$ cat config.mk
export PLATFORM = sky130hd
export DESIGN_NAME = alex_ctrl_top
export DESIGN_NICKNAME = d
export VERILOG_FILES = /design/src/alex_pkg.sv /design/src/alex_axil_regs.sv /design/src/alex_bus_arbiter.sv /design/src/alex_ctrl_top.sv /design/src/alex_frame_shifter.sv
export SDC_FILE = /design/constraint.sdc
export NUM_CORES = 1
export LEC_CHECK = 0
export ABC_AREA = 1
export BUFFER_PORTS_ARGS = -buffer_cell sky130_fd_sc_hd__buf_2
export CAP_MARGIN = 20
export CORE_AREA = 2 2 128 130
export CTS_BUF_LIST = sky130_fd_sc_hd__clkbuf_2 sky130_fd_sc_hd__clkbuf_4 sky130_fd_sc_hd__clkbuf_8
export DETAILED_ROUTE_END_ITERATION = 7
export DIE_AREA = 0 0 130 132
export GPL_ROUTABILITY_DRIVEN = 0
export PLACE_DENSITY = 0.65
export SLEW_MARGIN = 20
export SYNTH_ARGS = -nofsm -noshare
export SYNTH_HDL_FRONTEND = slang
export SYNTH_HIERARCHICAL = 1
export SYNTH_SLANG_ARGS = --single-unit
$ cat constraint.sdc
create_clock -name aclk -period 2.2 [get_ports aclk]
set_input_delay 0.66 -clock aclk [delete_from_list [all_inputs] [get_ports aclk]]
set_output_delay 0.66 -clock aclk [all_outputs]
set_load 0.005 [all_outputs]
$ cat src/alex_pkg.sv
`default_nettype none

package alex_pkg;

  // ------------------------------------------------------------------
  // Frame timing, in aclk cycles.
  // ------------------------------------------------------------------
  localparam int unsigned WORD_BITS       = 16;
  localparam int unsigned BIT_CYCLES      = 128;
  localparam int unsigned SCLK_HIGH_START = 64;   // Serial clock rises mid-bit.
  localparam int unsigned LOAD_START      = 2112;
  localparam int unsigned FRAME_CYCLES    = 2176;
  localparam int unsigned FRAME_CNT_W     = 12;

  // ------------------------------------------------------------------
  // AXI4-Lite register map.
  // ------------------------------------------------------------------
  localparam int unsigned ADDR_W = 4;
  localparam int unsigned DATA_W = 32;

  localparam logic [ADDR_W-1:0] REG_TX_WORD = 4'h0;
  localparam logic [ADDR_W-1:0] REG_RX_WORD = 4'h4;
  localparam logic [ADDR_W-1:0] REG_STATUS  = 4'h8;  // Bit 0 tx busy, bit 1 rx busy.

  // Response codes.
  localparam logic [1:0] RESP_OKAY   = 2'b00;
  localparam logic [1:0] RESP_SLVERR = 2'b10;

endpackage

`default_nettype wire

$ cat src/alex_axil_regs.sv
`timescale 1ns/1ps
`default_nettype none

module alex_axil_regs
(
  input  logic                             aclk,
  input  logic                             aresetn,

  input  logic [alex_pkg::ADDR_W-1:0]      awaddr,
  input  logic                             awvalid,
  output logic                             awready,
  input  logic [alex_pkg::DATA_W-1:0]      wdata,
  input  logic [alex_pkg::DATA_W/8-1:0]    wstrb,
  input  logic                             wvalid,
  output logic                             wready,
  output logic [1:0]                       bresp,
  output logic                             bvalid,
  input  logic                             bready,

  input  logic [alex_pkg::ADDR_W-1:0]      araddr,
  input  logic                             arvalid,
  output logic                             arready,
  output logic [alex_pkg::DATA_W-1:0]      rdata,
  output logic [1:0]                       rresp,
  output logic                             rvalid,
  input  logic                             rready,

  input  logic                             tx_busy,
  input  logic                             rx_busy,
  output logic [alex_pkg::WORD_BITS-1:0]   tx_word,
  output logic [alex_pkg::WORD_BITS-1:0]   rx_word,
  output logic                             tx_wr,
  output logic                             rx_wr
);

  logic [alex_pkg::WORD_BITS-1:0] tx_word_q;
  logic [alex_pkg::WORD_BITS-1:0] rx_word_q;
  logic [alex_pkg::WORD_BITS-1:0] tx_merged;
  logic [alex_pkg::WORD_BITS-1:0] rx_merged;
  logic                           wr_accept;
  logic                           wr_lane;
  logic                           hit_tx;
  logic                           hit_rx;
  logic                           rd_accept;

  // Byte lanes 0 and 1 update on their own.
  function automatic logic [alex_pkg::WORD_BITS-1:0] merge_lanes(
    input logic [alex_pkg::WORD_BITS-1:0] old_word,
    input logic [alex_pkg::DATA_W-1:0]    data,
    input logic [1:0]                     strb
  );
    logic [alex_pkg::WORD_BITS-1:0] res;
    res = old_word;
    if (strb[0])
      res[7:0] = data[7:0];
    if (strb[1])
      res[15:8] = data[15:8];
    return res;
  endfunction

  // ------------------------------------------------------------------
  // Write channel
  // ------------------------------------------------------------------
  assign awready   = awvalid & wvalid & ~bvalid;  // Address and data taken together.
  assign wready    = awready;
  assign wr_accept = awready;
  assign wr_lane   = |wstrb[1:0];

  assign hit_tx = wr_accept && (awaddr == alex_pkg::REG_TX_WORD);
  assign hit_rx = wr_accept && (awaddr == alex_pkg::REG_RX_WORD);

  assign tx_merged = merge_lanes(tx_word_q, wdata, wstrb[1:0]);
  assign rx_merged = merge_lanes(rx_word_q, wdata, wstrb[1:0]);

  assign tx_wr = hit_tx & wr_lane;
  assign rx_wr = hit_rx & wr_lane;

  // The shifter samples the new value in the strobe cycle.
  assign tx_word = tx_wr ? tx_merged : tx_word_q;
  assign rx_word = rx_wr ? rx_merged : rx_word_q;

  always_ff @(posedge aclk)
  begin
    if (!aresetn)
    begin
      tx_word_q <= '0;
      rx_word_q <= '0;
      bvalid    <= 1'b0;
    end
    else
    begin
      if (tx_wr)
        tx_word_q <= tx_merged;
      if (rx_wr)
        rx_word_q <= rx_merged;
      if (wr_accept)
        bvalid <= 1'b1;
      else if (bready)
        bvalid <= 1'b0;
    end
  end

  always_ff @(posedge aclk)
  begin
    if (wr_accept)
      bresp <= (hit_tx | hit_rx) ? alex_pkg::RESP_OKAY : alex_pkg::RESP_SLVERR;
  end

  // ------------------------------------------------------------------
  // Read channel
  // ------------------------------------------------------------------
  assign arready   = arvalid & ~rvalid;
  assign rd_accept = arready;

  always_ff @(posedge aclk)
  begin
    if (!aresetn)
      rvalid <= 1'b0;
    else if (rd_accept)
      rvalid <= 1'b1;
    else if (rready)
      rvalid <= 1'b0;
  end

  always_ff @(posedge aclk)
  begin
    if (rd_accept)
    begin
      rresp <= alex_pkg::RESP_OKAY;
      case (araddr)
        alex_pkg::REG_TX_WORD: rdata <= {{(alex_pkg::DATA_W-alex_pkg::WORD_BITS){1'b0}}, tx_word_q};
        alex_pkg::REG_RX_WORD: rdata <= {{(alex_pkg::DATA_W-alex_pkg::WORD_BITS){1'b0}}, rx_word_q};
        alex_pkg::REG_STATUS:  rdata <= {{(alex_pkg::DATA_W-2){1'b0}}, rx_busy, tx_busy};
        default:
        begin
          rdata <= '0;
          rresp <= alex_pkg::RESP_SLVERR;  // Unmapped offset.
        end
      endcase
    end
  end

  // Write response is held until the master takes it.
  a_bvalid_hold: assert property (@(posedge aclk) disable iff (!aresetn)
    bvalid && !bready |=> bvalid);

  a_single_strobe: assert property (@(posedge aclk) disable iff (!aresetn)
    !(tx_wr && rx_wr));

endmodule

`default_nettype wire

$ cat src/alex_bus_arbiter.sv
`timescale 1ns/1ps
`default_nettype none

module alex_bus_arbiter
(
  input  logic aclk,
  input  logic aresetn,

  input  logic tx_req,
  input  logic rx_req,
  input  logic tx_done,
  input  logic rx_done,
  output logic tx_grant,
  output logic rx_grant,

  input  logic tx_sdata,
  input  logic tx_sclk,
  input  logic tx_load,
  input  logic rx_sdata,
  input  logic rx_sclk,
  input  logic rx_load,

  output logic alex_sdata,
  output logic alex_sclk,
  output logic alex_tx_load,
  output logic alex_rx_load
);

  typedef enum logic [1:0] {OWN_IDLE, OWN_TX, OWN_RX} owner_t;

  owner_t owner;
  logic   last_rx;  // Last frame served was RX.

  // TX wins a tie unless it went last.
  assign tx_grant = (owner == OWN_IDLE) && tx_req && (!rx_req || last_rx);
  assign rx_grant = (owner == OWN_IDLE) && rx_req && (!tx_req || !last_rx);

  always_ff @(posedge aclk)
  begin
    if (!aresetn)
    begin
      owner   <= OWN_IDLE;
      last_rx <= 1'b1;  // First choice goes to TX.
    end
    else
    begin
      case (owner)
        OWN_IDLE:
        begin
          if (tx_grant)
          begin
            owner   <= OWN_TX;
            last_rx <= 1'b0;
          end
          else if (rx_grant)
          begin
            owner   <= OWN_RX;
            last_rx <= 1'b1;
          end
        end
        OWN_TX:  if (tx_done) owner <= OWN_IDLE;
        OWN_RX:  if (rx_done) owner <= OWN_IDLE;
        default: owner <= OWN_IDLE;
      endcase
    end
  end

  // ------------------------------------------------------------------
  // Pin multiplexer
  // ------------------------------------------------------------------
  always_comb
  begin
    alex_sdata   = 1'b0;
    alex_sclk    = 1'b0;
    alex_tx_load = 1'b0;
    alex_rx_load = 1'b0;
    case (owner)
      OWN_TX:
      begin
        alex_sdata   = tx_sdata;
        alex_sclk    = tx_sclk;
        alex_tx_load = tx_load;
      end
      OWN_RX:
      begin
        alex_sdata   = rx_sdata;
        alex_sclk    = rx_sclk;
        alex_rx_load = rx_load;
      end
      default: ;
    endcase
  end

  a_one_grant: assert property (@(posedge aclk) disable iff (!aresetn)
    !(tx_grant && rx_grant));

endmodule

`default_nettype wire

$ cat src/alex_ctrl_top.sv
`timescale 1ns/1ps
`default_nettype none

module alex_ctrl_top
(
  input  logic                          aclk,
  input  logic                          aresetn,

  input  logic [alex_pkg::ADDR_W-1:0]   awaddr,
  input  logic                          awvalid,
  output logic                          awready,
  input  logic [alex_pkg::DATA_W-1:0]   wdata,
  input  logic [alex_pkg::DATA_W/8-1:0] wstrb,
  input  logic                          wvalid,
  output logic                          wready,
  output logic [1:0]                    bresp,
  output logic                          bvalid,
  input  logic                          bready,
  input  logic [alex_pkg::ADDR_W-1:0]   araddr,
  input  logic                          arvalid,
  output logic                          arready,
  output logic [alex_pkg::DATA_W-1:0]   rdata,
  output logic [1:0]                    rresp,
  output logic                          rvalid,
  input  logic                          rready,

  output logic                          alex_sdata,
  output logic                          alex_sclk,
  output logic                          alex_tx_load,
  output logic                          alex_rx_load
);

  logic [alex_pkg::WORD_BITS-1:0] tx_word, rx_word;
  logic tx_wr, rx_wr;
  logic tx_req, rx_req;
  logic tx_grant, rx_grant;
  logic tx_busy, rx_busy;
  logic tx_done, rx_done;
  logic tx_sdata, tx_sclk, tx_load;
  logic rx_sdata, rx_sclk, rx_load;

  alex_axil_regs u_regs (
    .aclk(aclk), .aresetn(aresetn),
    .awaddr(awaddr), .awvalid(awvalid), .awready(awready),
    .wdata(wdata), .wstrb(wstrb), .wvalid(wvalid), .wready(wready),
    .bresp(bresp), .bvalid(bvalid), .bready(bready),
    .araddr(araddr), .arvalid(arvalid), .arready(arready),
    .rdata(rdata), .rresp(rresp), .rvalid(rvalid), .rready(rready),
    .tx_busy(tx_busy), .rx_busy(rx_busy),
    .tx_word(tx_word), .rx_word(rx_word), .tx_wr(tx_wr), .rx_wr(rx_wr)
  );

  // Transmit path.
  alex_frame_shifter u_tx_shifter (
    .aclk(aclk), .aresetn(aresetn),
    .word(tx_word), .wr(tx_wr), .grant(tx_grant),
    .req(tx_req), .busy(tx_busy), .done(tx_done),
    .sdata(tx_sdata), .sclk(tx_sclk), .load(tx_load)
  );

  // Receive path.
  alex_frame_shifter u_rx_shifter (
    .aclk(aclk), .aresetn(aresetn),
    .word(rx_word), .wr(rx_wr), .grant(rx_grant),
    .req(rx_req), .busy(rx_busy), .done(rx_done),
    .sdata(rx_sdata), .sclk(rx_sclk), .load(rx_load)
  );

  alex_bus_arbiter u_arbiter (
    .aclk(aclk), .aresetn(aresetn),
    .tx_req(tx_req), .rx_req(rx_req), .tx_done(tx_done), .rx_done(rx_done),
    .tx_grant(tx_grant), .rx_grant(rx_grant),
    .tx_sdata(tx_sdata), .tx_sclk(tx_sclk), .tx_load(tx_load),
    .rx_sdata(rx_sdata), .rx_sclk(rx_sclk), .rx_load(rx_load),
    .alex_sdata(alex_sdata), .alex_sclk(alex_sclk),
    .alex_tx_load(alex_tx_load), .alex_rx_load(alex_rx_load)
  );

endmodule

`default_nettype wire

$ cat src/alex_frame_shifter.sv
`timescale 1ns/1ps
`default_nettype none

module alex_frame_shifter
(
  input  logic                           aclk,
  input  logic                           aresetn,

  input  logic [alex_pkg::WORD_BITS-1:0] word,
  input  logic                           wr,
  input  logic                           grant,

  output logic                           req,
  output logic                           busy,
  output logic                           done,
  output logic                           sdata,
  output logic                           sclk,
  output logic                           load
);

  logic [alex_pkg::WORD_BITS-1:0]   pend_word;
  logic [alex_pkg::WORD_BITS-1:0]   shift_q;
  logic [alex_pkg::FRAME_CNT_W-1:0] cnt;
  logic [alex_pkg::FRAME_CNT_W-1:0] phase;
  logic                             running;
  logic                             in_data;
  logic                             bit_end;
  logic                             frame_end;

  // Position inside the current bit period.
  assign phase = cnt % alex_pkg::FRAME_CNT_W'(alex_pkg::BIT_CYCLES);

  assign in_data   = cnt < alex_pkg::FRAME_CNT_W'(alex_pkg::WORD_BITS * alex_pkg::BIT_CYCLES);
  assign bit_end   = phase == alex_pkg::FRAME_CNT_W'(alex_pkg::BIT_CYCLES - 1);
  assign frame_end = cnt == alex_pkg::FRAME_CNT_W'(alex_pkg::FRAME_CYCLES - 1);

  // ------------------------------------------------------------------
  // Request and frame counter
  // ------------------------------------------------------------------
  always_ff @(posedge aclk)
  begin
    if (!aresetn)
    begin
      req     <= 1'b0;
      running <= 1'b0;
      cnt     <= '0;
    end
    else
    begin
      if (grant)
        req <= 1'b0;
      if (wr)
        req <= 1'b1;  // A write in the grant cycle stays pending.

      if (grant)
      begin
        running <= 1'b1;
        cnt     <= '0;
      end
      else if (running)
      begin
        if (frame_end)
        begin
          running <= 1'b0;
          cnt     <= '0;
        end
        else
        begin
          cnt <= cnt + 1'b1;
        end
      end
    end
  end

  // Latest word wins while pending.
  always_ff @(posedge aclk)
  begin
    if (wr)
      pend_word <= word;

    if (grant)
      shift_q <= pend_word;
    else if (running && bit_end)
      shift_q <= {1'b0, shift_q[alex_pkg::WORD_BITS-1:1]};  // LSB first.
  end

  // ------------------------------------------------------------------
  // Pin decode
  // ------------------------------------------------------------------
  assign sdata = running & in_data & shift_q[0];
  assign sclk  = running & in_data & (phase >= alex_pkg::FRAME_CNT_W'(alex_pkg::SCLK_HIGH_START));
  assign load  = running & (cnt >= alex_pkg::FRAME_CNT_W'(alex_pkg::LOAD_START));
  assign done  = running & frame_end;
  assign busy  = req | running;

  a_no_grant_in_frame: assert property (@(posedge aclk) disable iff (!aresetn)
    grant |-> !running);

endmodule

`default_nettype wire

==> summary.md <==
| Metric | Value |
|---|---|
| Ys Warns | 6 |
| CTS Sinks | around 150 |
| Pins Over Slew Limit | 0 |
| Post-synthesis cell type count | 35 |
| GRT overflow | 0 |
| CTS Hold Bufs | 0 |
| Routed WL | between 10000 and 15000 um |
| Count of nets after finishing | 990 |
| VDD IR max | between 0.5 and 0.6 mV |
| Worst-case clock buffer depth | 2 |
| CTS buffer count | 17 |
| Tot GR Track Use | 17.9% |
| Worst EP required | 1.54 ns |
| Fraction of layout cells with a size suffix above 1 | 17.8% |
| Port buffer count | between 50 and 60 |
| Tightest Hold Check Type | register to register |
| Setup_tns | 0 ns |
| Vias per cell | between 4 and 5 |
| Largest net degree at the start of global routing | 34 |
| ANT cells | 0 |
| Crit Path Class | register to output pin |
| Skew-Pair Late Insertion Delay | 0.45 ns |
| Die H | 132 um |
| Initial antenna violation count | 0 |
| Seq/Total Area, Yosys | 53.6% |
| Final Cycle Share | between 90 and 100% |
| Fin crit period | roughly 2.1 ns |
| Boundary Pins | 96 |
| Met2 wire length | between 7000 and 8000 um |
| Worst-path maximum fanout | 7 |
| Clock transition at path regs | roughly 0.080 ns |
| Die area | between 0.015 and 0.02 mm2 |
| Post-synth EDFFs | 82 |
| Status | completed |
| Post-synth top area share | 35.1% |
| Routed Antenna Nets | 0 |
| Wl on met1 | ~6700 um |
| First-pass GRT wire length | about 24000 um |
| Most instantiated cells after synthesis | nand2_1, inv_1, nor2_1, edfxtp_1, dfxtp_1 |
| CTS tree | yes |
| Cell area power density | about 690 mW/mm2 |
| Async SR Flop Fraction | 0% |
| Root Driver | clkbuf_8 |
| DRC | 0 |
| Met3 WL | approximately 860 um |
| Placement row count | 46 |
| Vias in the first global route | between 5000 and 6000 |
| Synthesized flop and latch total | ~150 |
| Vias | about 5400 |
| Leading area contributor after synthesis | edfxtp_1 |
| Most common cell in the netlist | nand2_1 |
| WL/cell | around 13 um |
| Final Skew | roughly 0.0094 ns |
| Final hold viol count | 0 |
| Leak pwr | between 3 and 4 nW |
| Critical path startpoint category | register |
| Most common flop cell mapped by yosys | edfxtp_1 |
| Final setup violation count | 0 |
| Initial Utilization | between 40 and 50% |
| Critical path endpoint category | output pin |
| Synth Instances | approximately 860 |
| Highest Signal Layer | met4 |
| Critical path arrival | 1.42 ns |
| Non-Filler Instances | between 1000 and 1500 |
| DRT iter0 DRCs | 380 |
| H-tree lvl count | 4 |
| Post-Syn Area per Cell | between 8 and 9 um2 |
| Synthesized area | ~0.0070 mm2 |
| Max-capacitance violation count | 0 |
| Detailed placement HPWL | between 10000 and 15000 um |
| Post-layout util | 51.2% |
| Die W | ~130 um |
| Top cells by area in the synthesized netlist | edfxtp_1, dfxtp_1, nand2_1, inv_1, nor2_1 |
| DP Cell Count | 1124 |
| Drt first pass iters | 5 |
| Fmax | between 400 and 500 MHz |
| Core ar. | roughly 0.016 mm2 |
| Area Growth Syn to Fin | 14.7% |
==> stage by stage <==
| stage | power, mW | hold WS [ns] | worst slack (ns) | cell area (um2) |
|---|---|---|---|---|
| 4_1_cts | 5.59 | 0.464 | 0.0359 | 7980 |
| 3_5_place_dp | 3.26 | 0.472 | 0.199 | 7540 |
| 3_3_place_gp | 3.26 | 0.467 | 0.206 | 7540 |
| 6_report | 5.54 | 0.471 | 0.123 | 8050 |
| 5_1_grt | 5.74 | 0.482 | -0.00450 | 8050 |
| 2_1_floorplan | 3.17 | 0.452 | 0.0252 | 7080 |
==> logic make-up after synthesis <==
kind of cell / share of synthesized area (%)
AO/OA/AOI/OAI: 5.19
adder cells (fa/ha/maj): 1.25
AND/OR/NAND/NOR: 27.5
buffers and inverters: 11.8
flip-flops: 53.6
XOR/XNOR: 0.499
other: 0.0535
==> report_power, final <==
group	switching [mW]	internal [mW]	total (mW)
Clock	1.08	1.26	2.34
Sequential	0.0132	2.91	2.92
Combinational	0.183	0.0911	0.274
Total	1.28	4.26	5.54
==> cell type report <==
| cell class | count | area, um2 |
|---|---|---|
| tap | 216 | 270 |
| fill | 1509 | 7660 |
| clock inverter | 14 | 203 |
| timing repair buffer | 84 | 503 |
| multi-input combinational | 534 | 2510 |
| inverter | 148 | 556 |
| sequential | 147 | 3770 |
| clock buffer | 18 | 241 |
==> sequential cells by signal (all words and copies together) (netlist names), 2 cells and up <==
register and count:
u_tx_shifter/cnt 12, u_rx_shifter/cnt 12, u_regs/rx_word_q 16, u_rx_shifter/pend_word 16, u_regs/rdata 16, u_tx_shifter/pend_word 16
u_arbiter/owner 2, u_tx_shifter/shift_q 16, u_regs/tx_word_q 16, u_rx_shifter/shift_q 16
==> critical path: stages (launching register included) <==
cell and delay [ns]:
dfxtp_1 0.36, buf_6 0.13, and3_1 0.16, nand2_1 0.07, a21oi_1 0.13, buf_2 0.13
==> routing by layer <==
metal	up-vias	GRT usage, %
li1	2784	-
met1	2526	23.5
met2	126	29.0
met3	11	4.91
met4	0	4.66
met5	-	0
==> placed cells by master (no fill, tap or decap), types with 3 or more instances in the layout <==
cell and count:
a21oi_1 33, buf_2 59, buf_4 22, bufinv_16 4, clkbuf_8 17, clkinv_4 4
clkinvlp_4 4, conb_1 18, dfxtp_1 63, edfxtp_1 82, ha_1 5, inv_1 140
inv_2 8, nand2_1 235, nand2_2 10, nand3_1 54, nand4_1 8, nor2_1 102
nor2_2 10, nor2_4 7, o211ai_1 3, o21ai_0 5, o22ai_1 14, xor2_1 4
==> repair_timing <==
item	CTS	global route
setup endpoints to repair	0	3
setup buffers	0	5
gates resized for setup	0	11
==> path summary, 6_finish.rpt <==
path | startpoint | end | cells after the start | slack [ns]
worst max register to register | u_arbiter/owner[0]$_SDFFE_PN0P_ | u_rx_shifter/shift_q[11]$_DFFE_PP_ | 9 | 0.51
worst min register to register | u_arbiter/owner[1]$_SDFFE_PN0P_ | u_arbiter/owner[1]$_SDFFE_PN0P_ | 2 | 0.47
worst max-delay path | u_rx_shifter/running$_SDFF_PN0_ | alex_sdata | 5 | 0.12
worst min-delay path | u_arbiter/owner[1]$_SDFFE_PN0P_ | u_arbiter/owner[1]$_SDFFE_PN0P_ | 2 | 0.47
No activity file was read; power rests on OpenSTA's default activity.
